===== config.mk =====
export PLATFORM = sky130hd
export DESIGN_NAME = st506_hdd_top
export DESIGN_NICKNAME = d
export VERILOG_FILES = /design/src/hdl/st506_pkg.sv /design/src/hdl/st506_hdd_top.sv /design/src/hdl/st506_cable.sv /design/src/hdl/st506_cyl_track.sv /design/src/hdl/st506_seek_ctrl.sv /design/src/hdl/st506_regs.sv
export SDC_FILE = /design/constraint.sdc
export NUM_CORES = 1
export LEC_CHECK = 0
export ABC_AREA = 1
export BUFFER_PORTS_ARGS = -buffer_cell sky130_fd_sc_hd__buf_2
export CAP_MARGIN = 30
export CELL_PAD_IN_SITES_DETAIL_PLACEMENT = 1
export CELL_PAD_IN_SITES_GLOBAL_PLACEMENT = 1
export CORE_ASPECT_RATIO = 0.7
export CORE_MARGIN = 5
export CORE_UTILIZATION = 49
export CTS_CLUSTER_DIAMETER = 50
export CTS_CLUSTER_SIZE = 10
export DETAILED_ROUTE_END_ITERATION = 8
export PLACE_DENSITY_LB_ADDON = 0.1
export SYNTH_ARGS = -nofsm -noshare
export SYNTH_HDL_FRONTEND = slang
export SYNTH_SLANG_ARGS = --single-unit

===== constraint.sdc =====
create_clock -name clk_200mhz -period 8.7 [get_ports clk_200mhz]
set_input_delay 0 -clock clk_200mhz [delete_from_list [all_inputs] [get_ports clk_200mhz]]
set_output_delay 0 -clock clk_200mhz [all_outputs]
set_load 0.05 [all_outputs]

===== src/hdl/st506_pkg.sv =====
//----------------------------------------------------------
// ST-506 controller shared definitions
// Register map, bit positions, reset values and the
// cylinder and head types used across the design
//----------------------------------------------------------
`default_nettype none

package st506_pkg;

    typedef logic [15:0] cyl_t;                 // Cylinder number
    typedef logic [3:0]  head_t;                // Head number

    localparam int DRV_STATUS_W = 5;            // Held status bits per drive

    // Register word addresses, byte address / 4
    localparam logic [5:0] ADDR_CTRL    = 6'h00;
    localparam logic [5:0] ADDR_TIMING  = 6'h01;
    localparam logic [5:0] ADDR_STATUS0 = 6'h04;
    localparam logic [5:0] ADDR_CMD0    = 6'h05;
    localparam logic [5:0] ADDR_TARGET0 = 6'h06;
    localparam logic [5:0] ADDR_STATUS1 = 6'h0C;
    localparam logic [5:0] ADDR_CMD1    = 6'h0D;
    localparam logic [5:0] ADDR_TARGET1 = 6'h0E;

    //----------------------------------------------------------
    // Bit positions
    //----------------------------------------------------------
    localparam int CTRL_DRIVE_SEL = 8;          // 0 = drive 0, 1 = drive 1
    localparam int CTRL_DRV0_EN   = 16;
    localparam int CTRL_DRV1_EN   = 17;

    localparam int CMD_SEEK     = 0;
    localparam int CMD_RECAL    = 1;
    localparam int CMD_HEAD_LSB = 4;            // 4-bit head field base

    localparam int STAT_BUSY    = 8;
    localparam int STAT_DONE    = 9;
    localparam int STAT_ERROR   = 10;
    localparam int STAT_CYL_LSB = 16;           // Cylinder in 31:16
    // Bits 4:0 carry the drive lines: ready, seek cmpl, track 0, wfault, index

    // Step width 10 cycles in 7:0, step period 40 cycles in 23:8
    localparam logic [31:0] TIMING_RESET = {8'h00, 16'd40, 8'd10};

    // Defaults for the top level parameters
    localparam int DEF_SEEK_TIMEOUT    = 1_000_000;
    localparam int DEF_MAX_RECAL_STEPS = 1024;

endpackage

`default_nettype wire

===== src/hdl/st506_hdd_top.sv =====
//----------------------------------------------------------
// ST-506 dual drive controller, top level
// Register file, shared seek sequencer, per-drive position
// trackers and the shared 34-pin control cable
//----------------------------------------------------------
`default_nettype none

module st506_hdd_top #(
    parameter int SEEK_TIMEOUT    = st506_pkg::DEF_SEEK_TIMEOUT,
    parameter int MAX_RECAL_STEPS = st506_pkg::DEF_MAX_RECAL_STEPS
) (
    input  wire              clk_200mhz,
    input  wire              reset_n,
    input  wire              wb_cyc,
    input  wire              wb_stb,
    input  wire              wb_we,
    input  wire  [7:0]       wb_adr,
    input  wire  [31:0]      wb_dat_w,
    output logic [31:0]      wb_dat_r,
    output logic             wb_ack,
    output logic             irq_hdd,
    output logic [3:0]       st506_head_sel_n,
    output logic             st506_step_n,
    output logic             st506_dir_n,
    output logic             st506_ds0_n,
    output logic             st506_ds1_n,
    input  wire              st506_seek_complete_n,
    input  wire              st506_track00_n,
    input  wire              st506_write_fault_n,
    input  wire              st506_index_n,
    input  wire              st506_ready_n,
    output st506_pkg::cyl_t  hdd_current_cylinder,
    output logic             hdd_busy,
    output logic             hdd_error
);
    logic             active_drive, drv0_en, drv1_en;
    st506_pkg::head_t head;
    st506_pkg::cyl_t  target_cyl, cyl0, cyl1;
    logic [7:0]       step_width;
    logic [15:0]      step_period;
    logic             seek_start, recal_start, seek_busy, seek_done, seek_error;
    logic             step_event, step_active, step_out, recal_hit;
    logic             seek_complete, track00, write_fault;
    logic [st506_pkg::DRV_STATUS_W-1:0] drv0_status, drv1_status;

    st506_regs u_regs (
        .clk_200mhz, .reset_n, .wb_cyc, .wb_stb, .wb_we, .wb_adr, .wb_dat_w,
        .wb_dat_r, .wb_ack, .seek_busy, .seek_done, .seek_error, .cyl0, .cyl1,
        .drv0_status, .drv1_status, .active_drive, .drv0_en, .drv1_en, .head,
        .target_cyl, .step_width, .step_period, .seek_start, .recal_start,
        .irq(irq_hdd)
    );

    // Sequencer works on whichever drive is active
    st506_seek_ctrl #(
        .SEEK_TIMEOUT(SEEK_TIMEOUT),
        .MAX_RECAL_STEPS(MAX_RECAL_STEPS)
    ) u_seek (
        .clk_200mhz, .reset_n, .seek_start, .recal_start, .target_cyl,
        .current_cyl(hdd_current_cylinder), .step_width, .step_period,
        .seek_complete, .track00, .seek_busy, .seek_done, .seek_error,
        .step_event, .step_active, .step_out, .recal_hit
    );

    st506_cyl_track u_track0 (
        .clk_200mhz, .reset_n, .selected(!active_drive), .step_event, .step_out,
        .recal_hit, .cylinder(cyl0)
    );

    st506_cyl_track u_track1 (
        .clk_200mhz, .reset_n, .selected(active_drive), .step_event, .step_out,
        .recal_hit, .cylinder(cyl1)
    );

    st506_cable u_cable (
        .clk_200mhz, .reset_n, .active_drive, .drv0_en, .drv1_en, .head,
        .step_active, .step_out, .st506_seek_complete_n, .st506_track00_n,
        .st506_write_fault_n, .st506_index_n, .st506_ready_n, .st506_head_sel_n,
        .st506_step_n, .st506_dir_n, .st506_ds0_n, .st506_ds1_n, .seek_complete,
        .track00, .write_fault, .drv0_status, .drv1_status
    );

    assign hdd_current_cylinder = active_drive ? cyl1 : cyl0;
    assign hdd_busy             = seek_busy;
    assign hdd_error            = seek_error || write_fault;   // Seek failure or drive fault

endmodule

`default_nettype wire


===== src/hdl/st506_cable.sv =====
//----------------------------------------------------------
// ST-506 34-pin control cable
// Registered active-low outputs, 2-flop status sync and
// held status for each drive on the daisy chain
//----------------------------------------------------------
`default_nettype none

module st506_cable (
    input  wire                                clk_200mhz,
    input  wire                                reset_n,
    input  wire                                active_drive,
    input  wire                                drv0_en,
    input  wire                                drv1_en,
    input  wire  st506_pkg::head_t             head,
    input  wire                                step_active,
    input  wire                                step_out,
    input  wire                                st506_seek_complete_n,
    input  wire                                st506_track00_n,
    input  wire                                st506_write_fault_n,
    input  wire                                st506_index_n,
    input  wire                                st506_ready_n,
    output logic [3:0]                         st506_head_sel_n,
    output logic                               st506_step_n,
    output logic                               st506_dir_n,
    output logic                               st506_ds0_n,
    output logic                               st506_ds1_n,
    output logic                               seek_complete,
    output logic                               track00,
    output logic                               write_fault,
    output logic [st506_pkg::DRV_STATUS_W-1:0] drv0_status,
    output logic [st506_pkg::DRV_STATUS_W-1:0] drv1_status
);
    logic [4:0] sync1;                              // Raw cable levels, meta stage
    logic [4:0] sync2;

    wire        sel0    = !active_drive && drv0_en;
    wire        sel1    = active_drive && drv1_en;
    wire  [4:0] status  = ~sync2;                   // Active high, bit 0 ready
    wire  [4:0] cable_n = {st506_index_n, st506_write_fault_n, st506_track00_n,
                           st506_seek_complete_n, st506_ready_n};

    always_ff @(posedge clk_200mhz or negedge reset_n) begin
        if (!reset_n) begin
            st506_head_sel_n <= 4'hF;               // All lines released
            st506_step_n     <= 1'b1;
            st506_dir_n      <= 1'b1;
            st506_ds0_n      <= 1'b1;
            st506_ds1_n      <= 1'b1;
            sync1            <= 5'h1F;
            sync2            <= 5'h1F;
            drv0_status      <= '0;
            drv1_status      <= '0;
        end else begin
            st506_head_sel_n <= ~head;
            st506_step_n     <= !(step_active && (sel0 || sel1));   // Only to a selected drive
            st506_dir_n      <= step_out;           // Low = direction in
            st506_ds0_n      <= !sel0;
            st506_ds1_n      <= !sel1;
            sync1            <= cable_n;
            sync2            <= sync1;
            // Status only belongs to the drive currently on the cable
            if (!st506_ds0_n)
                drv0_status <= status;
            if (!st506_ds1_n)
                drv1_status <= status;
        end
    end

    assign seek_complete = status[1];
    assign track00       = status[2];
    assign write_fault   = status[3];

endmodule

`default_nettype wire


===== src/hdl/st506_cyl_track.sv =====
//----------------------------------------------------------
// ST-506 cylinder tracker
// Position of one drive, follows steps while selected
//----------------------------------------------------------
`default_nettype none

module st506_cyl_track (
    input  wire             clk_200mhz,
    input  wire             reset_n,
    input  wire             selected,      // This drive is the active one
    input  wire             step_event,
    input  wire             step_out,      // 1 = toward cylinder 0
    input  wire             recal_hit,
    output st506_pkg::cyl_t cylinder
);

    always_ff @(posedge clk_200mhz or negedge reset_n) begin
        if (!reset_n) begin
            cylinder <= '0;
        end else if (selected) begin
            if (recal_hit) begin
                cylinder <= '0;                         // Reached track 0
            end else if (step_event) begin
                if (!step_out)
                    cylinder <= cylinder + 16'd1;       // Step in
                else if (cylinder != 0)
                    cylinder <= cylinder - 16'd1;       // Step out, clamp at 0
            end
        end
    end

endmodule

`default_nettype wire


===== src/hdl/st506_seek_ctrl.sv =====
//----------------------------------------------------------
// ST-506 seek sequencer
// Shared between both drives. Issues timed step pulses,
// recalibrates to track 0 and times out on seek complete
//----------------------------------------------------------
`default_nettype none

module st506_seek_ctrl #(
    parameter int SEEK_TIMEOUT    = 1_000_000,
    parameter int MAX_RECAL_STEPS = 1024
) (
    input  wire              clk_200mhz,
    input  wire              reset_n,
    input  wire              seek_start,
    input  wire              recal_start,
    input  wire  st506_pkg::cyl_t target_cyl,
    input  wire  st506_pkg::cyl_t current_cyl,
    input  wire  [7:0]       step_width,
    input  wire  [15:0]      step_period,
    input  wire              seek_complete,    // Synchronized, active high
    input  wire              track00,
    output logic             seek_busy,
    output logic             seek_done,
    output logic             seek_error,
    output logic             step_event,
    output logic             step_active,
    output logic             step_out,         // 1 = toward cylinder 0
    output logic             recal_hit
);
    localparam int TO_W = $clog2(SEEK_TIMEOUT + 1);

    typedef enum logic [1:0] {S_IDLE, S_STEP, S_WAIT, S_DONE} state_t;

    state_t          state;
    st506_pkg::cyl_t steps_left;
    logic            is_recal;
    logic            fail;
    logic [7:0]      width_cnt;
    logic [15:0]     period_cnt;
    logic [TO_W-1:0] timeout_cnt;

    always_ff @(posedge clk_200mhz or negedge reset_n) begin
        if (!reset_n) begin
            state       <= S_IDLE;
            steps_left  <= '0;
            is_recal    <= 1'b0;
            fail        <= 1'b0;
            step_out    <= 1'b0;
            step_event  <= 1'b0;
            recal_hit   <= 1'b0;
            width_cnt   <= '0;
            period_cnt  <= '0;
            timeout_cnt <= '0;
        end else begin
            step_event <= 1'b0;
            recal_hit  <= 1'b0;
            if (width_cnt != 0)
                width_cnt <= width_cnt - 8'd1;      // Step pulse runs down
            if (state != S_WAIT)
                timeout_cnt <= '0;
            case (state)
                S_IDLE: begin
                    fail       <= 1'b0;
                    period_cnt <= '0;               // First step right away
                    if (seek_start) begin
                        is_recal   <= 1'b0;
                        step_out   <= target_cyl < current_cyl;
                        steps_left <= (target_cyl > current_cyl) ? target_cyl - current_cyl
                                                                 : current_cyl - target_cyl;
                        state      <= S_STEP;
                    end else if (recal_start) begin
                        is_recal   <= 1'b1;
                        step_out   <= 1'b1;         // Outward to track 0
                        steps_left <= st506_pkg::cyl_t'(MAX_RECAL_STEPS);
                        state      <= S_STEP;
                    end
                end
                S_STEP: begin
                    if (period_cnt != 0) begin
                        period_cnt <= period_cnt - 16'd1;
                    end else if (is_recal && track00) begin
                        recal_hit <= 1'b1;
                        state     <= S_WAIT;
                    end else if (steps_left == 0) begin
                        fail  <= is_recal;          // Recal ran out of steps
                        state <= is_recal ? S_DONE : S_WAIT;
                    end else begin
                        step_event <= 1'b1;
                        width_cnt  <= step_width;
                        period_cnt <= step_period - 16'd1;
                        steps_left <= steps_left - 16'd1;
                    end
                end
                S_WAIT: begin
                    if (seek_complete) begin
                        state <= S_DONE;
                    end else if (timeout_cnt == TO_W'(SEEK_TIMEOUT - 1)) begin
                        fail  <= 1'b1;
                        state <= S_DONE;
                    end else begin
                        timeout_cnt <= timeout_cnt + 1'b1;
                    end
                end
                default: state <= S_IDLE;           // S_DONE, result pulse
            endcase
        end
    end

    assign seek_busy   = state != S_IDLE;
    assign seek_done   = (state == S_DONE) && !fail;
    assign seek_error  = (state == S_DONE) && fail;
    assign step_active = width_cnt != 0;

endmodule

`default_nettype wire


===== src/hdl/st506_regs.sv =====
//----------------------------------------------------------
// ST-506 register file
// Wishbone classic slave with one wait state, per-drive
// command and target registers, status words and interrupt
//----------------------------------------------------------
`default_nettype none

module st506_regs (
    input  wire                                  clk_200mhz,
    input  wire                                  reset_n,
    input  wire                                  wb_cyc,
    input  wire                                  wb_stb,
    input  wire                                  wb_we,
    input  wire  [7:0]                           wb_adr,
    input  wire  [31:0]                          wb_dat_w,
    output logic [31:0]                          wb_dat_r,
    output logic                                 wb_ack,
    input  wire                                  seek_busy,
    input  wire                                  seek_done,
    input  wire                                  seek_error,
    input  wire  st506_pkg::cyl_t                cyl0,
    input  wire  st506_pkg::cyl_t                cyl1,
    input  wire  [st506_pkg::DRV_STATUS_W-1:0]   drv0_status,
    input  wire  [st506_pkg::DRV_STATUS_W-1:0]   drv1_status,
    output logic                                 active_drive,
    output logic                                 drv0_en,
    output logic                                 drv1_en,
    output st506_pkg::head_t                     head,
    output st506_pkg::cyl_t                      target_cyl,
    output logic [7:0]                           step_width,
    output logic [15:0]                          step_period,
    output logic                                 seek_start,
    output logic                                 recal_start,
    output logic                                 irq
);
    logic [31:0]      timing;
    st506_pkg::cyl_t  target0;
    st506_pkg::cyl_t  target1;
    st506_pkg::head_t head0;
    st506_pkg::head_t head1;
    logic             done0;
    logic             done1;
    logic             err0;
    logic             err1;
    logic [31:0]      rdata;

    wire [5:0] word    = wb_adr[7:2];               // Word address
    wire       wr      = wb_ack && wb_we;           // Write lands on the ack cycle
    wire       cmd0_wr = wr && (word == st506_pkg::ADDR_CMD0);
    wire       cmd1_wr = wr && (word == st506_pkg::ADDR_CMD1);
    wire       cmd_go  = !seek_busy &&
                         ((cmd0_wr && !active_drive) || (cmd1_wr && active_drive));

    function automatic logic [31:0] status_word(input st506_pkg::cyl_t cyl,
                                                input logic busy,
                                                input logic done,
                                                input logic err,
                                                input logic [4:0] drv);
        logic [31:0] w;
        w = '0;
        w[st506_pkg::STAT_CYL_LSB +: 16] = cyl;
        w[st506_pkg::STAT_BUSY]          = busy;
        w[st506_pkg::STAT_DONE]          = done;
        w[st506_pkg::STAT_ERROR]         = err;
        w[4:0]                           = drv;     // Drive lines as held
        return w;
    endfunction

    always_ff @(posedge clk_200mhz or negedge reset_n) begin
        if (!reset_n) begin
            wb_ack       <= 1'b0;
            active_drive <= 1'b0;
            drv0_en      <= 1'b0;
            drv1_en      <= 1'b0;
            timing       <= st506_pkg::TIMING_RESET;
            target0      <= '0;
            target1      <= '0;
            head0        <= '0;
            head1        <= '0;
            {done0, done1, err0, err1} <= '0;
            seek_start   <= 1'b0;
            recal_start  <= 1'b0;
            irq          <= 1'b0;
        end else begin
            wb_ack      <= wb_cyc && wb_stb && !wb_ack;   // One wait state
            seek_start  <= cmd_go && wb_dat_w[st506_pkg::CMD_SEEK];
            recal_start <= cmd_go && wb_dat_w[st506_pkg::CMD_RECAL]
                                  && !wb_dat_w[st506_pkg::CMD_SEEK];   // Seek wins
            irq         <= seek_done || seek_error;
            if (wr) begin
                case (word)
                    st506_pkg::ADDR_CTRL: begin
                        active_drive <= wb_dat_w[st506_pkg::CTRL_DRIVE_SEL];
                        drv0_en      <= wb_dat_w[st506_pkg::CTRL_DRV0_EN];
                        drv1_en      <= wb_dat_w[st506_pkg::CTRL_DRV1_EN];
                    end
                    st506_pkg::ADDR_TIMING:  timing  <= wb_dat_w;
                    st506_pkg::ADDR_CMD0:    head0   <= wb_dat_w[st506_pkg::CMD_HEAD_LSB +: 4];
                    st506_pkg::ADDR_CMD1:    head1   <= wb_dat_w[st506_pkg::CMD_HEAD_LSB +: 4];
                    st506_pkg::ADDR_TARGET0: target0 <= wb_dat_w[15:0];
                    st506_pkg::ADDR_TARGET1: target1 <= wb_dat_w[15:0];
                    default: ;
                endcase
            end
            // Flags cleared by a new command, set by the sequencer result
            if (cmd0_wr)
                {done0, err0} <= 2'b00;
            if (cmd1_wr)
                {done1, err1} <= 2'b00;
            if (seek_done && !active_drive) done0 <= 1'b1;
            if (seek_done &&  active_drive) done1 <= 1'b1;
            if (seek_error && !active_drive) err0 <= 1'b1;
            if (seek_error &&  active_drive) err1 <= 1'b1;
        end
    end

    always_comb begin
        rdata = '0;                                 // Unmapped reads zero
        case (word)
            st506_pkg::ADDR_CTRL: begin
                rdata[st506_pkg::CTRL_DRIVE_SEL] = active_drive;
                rdata[st506_pkg::CTRL_DRV0_EN]   = drv0_en;
                rdata[st506_pkg::CTRL_DRV1_EN]   = drv1_en;
            end
            st506_pkg::ADDR_TIMING:  rdata = timing;
            st506_pkg::ADDR_STATUS0: rdata = status_word(cyl0, seek_busy && !active_drive,
                                                         done0, err0, drv0_status);
            st506_pkg::ADDR_CMD0:    rdata[st506_pkg::CMD_HEAD_LSB +: 4] = head0;
            st506_pkg::ADDR_TARGET0: rdata[15:0] = target0;
            st506_pkg::ADDR_STATUS1: rdata = status_word(cyl1, seek_busy && active_drive,
                                                         done1, err1, drv1_status);
            st506_pkg::ADDR_CMD1:    rdata[st506_pkg::CMD_HEAD_LSB +: 4] = head1;
            st506_pkg::ADDR_TARGET1: rdata[15:0] = target1;
            default: ;
        endcase
    end

    // Read data captured with the ack
    always_ff @(posedge clk_200mhz) begin
        if (wb_cyc && wb_stb && !wb_ack)
            wb_dat_r <= rdata;
    end

    assign head        = active_drive ? head1 : head0;
    assign target_cyl  = active_drive ? target1 : target0;
    assign step_width  = timing[7:0];
    assign step_period = timing[23:8];

endmodule

`default_nettype wire


==> results.sh <==
export IMPL_critPathMaxFanout=70
export IMPL_fin_setup_tns_ps=0
export IMPL_drc=0
export IMPL_reg2reg_to="u_seek.steps_left[1]$_DFFE_PN0P_"
export IMPL_synth_nets=2162
export IMPL_core_area_sq_mm=0.0309
export IMPL_clock_sinks=242
export IMPL_drive_gt1_share_pct=11.6
export IMPL_r2r_start="u_regs.active_drive$_DFFE_PN0P_"
export IMPL_endpoint="u_seek.steps_left[1]$_DFFE_PN0P_"
export IMPL_clock_skew_ps=33.3
export IMPL_grt_pass1_wl_um=86300
export IMPL_worst_r2r_setup_slack_ps=4960
export IMPL_final_cell_mix="nand2_1 (527), inv_1 (270), dfrtp_1 (187), nor2_1 (184), o21ai_0 (169)"
export IMPL_finalCriticalPeriod_ps=3740
export IMPL_portBuffers=107
export IMPL_finalSetupViolCount=0
export IMPL_nets=2298
export IMPL_start_util_pct=49.3
export IMPL_fmax_mhz=268
export IMPL_cts_root_buf="clkbuf_16"
export IMPL_vias=15006
export IMPL_placedCellCount=2520
export IMPL_ys_ff_latch=242
export IMPL_netlist_area_leader_share_pct=30.9
export IMPL_dr_pass1_iters=7
export IMPL_antenna_found_initial=3
export IMPL_nFillCells=3948
export IMPL_ir_worst_vdd_mv=0.182
export IMPL_yosys_top_cells_area="dfrtp_1 (31%), nand2_1 (13%), inv_1 (6.6%)"
export IMPL_yosys_area_top_type="dfrtp_1"
export IMPL_cts_tree="built"
export IMPL_fp_dieH_um=158
export IMPL_chipWidth_um=221
export IMPL_p_leak_nw=8.63
export IMPL_crit_arrival_ps=4150
export IMPL_cts_resized=0
export IMPL_io_pins=110
export IMPL_fin_crit_sh_pct=43.0
export IMPL_ys_warn_count=0
export IMPL_crit_type="reg -> reg"
export IMPL_hpwl_um=40000
export IMPL_fp_row_count=54
export IMPL_reg_top3="u_regs.timing (32), u_regs.wb_dat_r (32), u_seek.timeout_cnt (20)"
export IMPL_drt_total_wl_um=54600
export IMPL_post_synth_inst_count=2039
export IMPL_grt_pass1_vias=15473
export IMPL_rsz0062_at_grt="no"
export IMPL_syn_avg_cell_area_sq_um=7.48
export IMPL_crit_required_ps=9110
export IMPL_slew_headroom_pct=39.6
export IMPL_areaGrowthSynthToFinish_pct=15.8
export IMPL_insertion_delay_ps=530
export IMPL_ant_nets=0
export IMPL_dieArea_sq_mm=0.0348
export IMPL_clk_pin_slew_ps=60
export IMPL_via_per_inst=5.73
export IMPL_worstRegToRegCells=17
export IMPL_clockBufferDepth=3
export IMPL_cp_startpoint="u_regs.active_drive$_DFFE_PN0P_"
export IMPL_syn_area_sq_mm=0.0152
export IMPL_detail_route_iter0_violations=1210
export IMPL_gp_congestion=0.922
export IMPL_cts_buffers_inserted=34
export IMPL_utilization_pct=57.0
export IMPL_grt_max_degree=72
export IMPL_h_tree_depth=2
export IMPL_stdcell_count=2620
export IMPL_finalHoldViolations=0
export IMPL_hp_class="in -> async"
export IMPL_powerDensity_mw_per_mm2=326
export IMPL_endpoint_kind="flip-flop"
export IMPL_routedWlPerCell_um=20.9
export IMPL_overflow=0
export IMPL_worst_pin_slew_ps=904
export IMPL_groute_usage_overall_pct=31.0
export IMPL_cp_start_kind="flip-flop"
export IMPL_synth_cell_types=54
export IMPL_drv_cap=0
export IMPL_layout_commonest_cell="nand2_1"
export IMPL_finalMaxSlewViolations=0
export IMPL_ys_seq_area_share_pct=41.0
export IMPL_outcome="completed"
export IMPL_whs_ps=70.0
-- how the worst min path moves through the flow --
stage / startpoint / to / cells past startpoint
after floorplan: reset_n / u_cable.drv0_status[0]$_DFFE_PN0N_ / 0
after global placement: reset_n / u_seek.steps_left[1]$_DFFE_PN0P_ / 1
after CTS: wb_adr[2] / u_regs.active_drive$_DFFE_PN0P_ / 4
after detailed placement: reset_n / u_seek.steps_left[1]$_DFFE_PN0P_ / 1
after global routing: wb_adr[2] / u_regs.active_drive$_DFFE_PN0P_ / 4
final: reset_n / u_seek.width_cnt[6]$_DFF_PN0_ / 2
-- kinds of logic (layout without fill, tap and decap cells) --
kind of cell	after synthesis	in the layout	synth area share (%)
buffers and inverters	338	498	8.76
adder cells (fa/ha/maj)	73	73	6.19
other	0	1	0
AND/OR/NAND/NOR	960	960	27.1
flip-flops	242	242	41.0
multiplexers	10	10	0.739
AO/OA/AOI/OAI	384	384	14.4
XOR/XNOR	32	32	1.84
-- cells in the mapped netlist, drive strengths merged --
| cell type | number |
|---|---|
| o211ai | 8 |
| edfxtp | 32 |
| xnor2 | 8 |
| buf | 23 |
| a21o | 2 |
| o22ai | 27 |
| a31o | 1 |
| nor3b | 4 |
| a211oi | 1 |
| mux2 | 10 |
| a221oi | 6 |
| inv | 276 |
| o221ai | 18 |
| a32o | 2 |
| clkinv | 4 |
| or2 | 17 |
| dfstp | 22 |
| a31oi | 2 |
| o2111ai | 4 |
| nand2 | 537 |
| nor2 | 200 |
| a21oi | 103 |
| nor3 | 33 |
| o21bai | 14 |
| nand3 | 121 |
| dfrtp | 188 |
| a22oi | 15 |
| o21a | 1 |
| and3 | 2 |
| fa | 4 |
| nand3b | 4 |
| and2 | 1 |
| ha | 69 |
| xor2 | 24 |
| o2bb2ai | 1 |
| nor4 | 10 |
| o31ai | 2 |
| o21ai | 177 |
| nand4 | 30 |
| clkbuf | 35 |
| or3 | 1 |
-- final cells by class --
type,instances,area [sq um],area share [%]
tap,420,526,2.98
timing repair buffer,158,1080,6.11
clock inverter,10,119,0.674
inverter,280,1050,5.96
antenna,1,2.50,0.0142
multi-input combinational,1459,7670,43.5
sequential,242,6240,35.4
clock buffer,50,953,5.40
-- report_power, final --
group | total, mW | internal (mW) | switching (mW)
registers | 1.49 | 1.32 | 0.167
logic | 2.90 | 0.869 | 2.03
clock network | 1.37 | 0.824 | 0.541
total | 5.76 | 3.02 | 2.74
-- critical path, stage by stage, from the launching register on --
cell and delay [ps]:
dfrtp_2 350, buf_4 530, o21ai_0 380, inv_1 200, ha_1 200, inv_1 90, fa_1 490, nand3_1 110
nand3_1 140, nand2_1 100, nand2_1 90, nand2_1 80, nand2_2 100, nand2_4 190, inv_2 160, nand2_1 90
nand3_1 110, a22oi_1 190
-- through the flow --
step | instance area (sq um) | setup slack (ps) | power, mW
floorplan | 15200 | 5720 | 3.60
global placement | 16100 | 5120 | 4.21
detailed placement | 16200 | 5040 | 4.34
CTS | 17600 | 4990 | 5.74
global route | 17600 | 4710 | 6.18
finish | 17600 | 4960 | 5.76
-- routing by layer --
metal  share of wire, %  up-vias  routed length [um]  track usage (%)
met3                5.0      101                2730             3.80
li1                   -     6977                   -                -
met4                2.8        2                1520             9.03
met5              0.024        -                  13                0
met2                 46      443               25100             51.1
met1                 46     7483               25300             43.5
-- timing repair --
action,CTS,global route
buffers inserted,0,0
hold endpoints to repair,158,0
hold buffers,39,0
No activity file was read; power rests on OpenSTA's default activity.
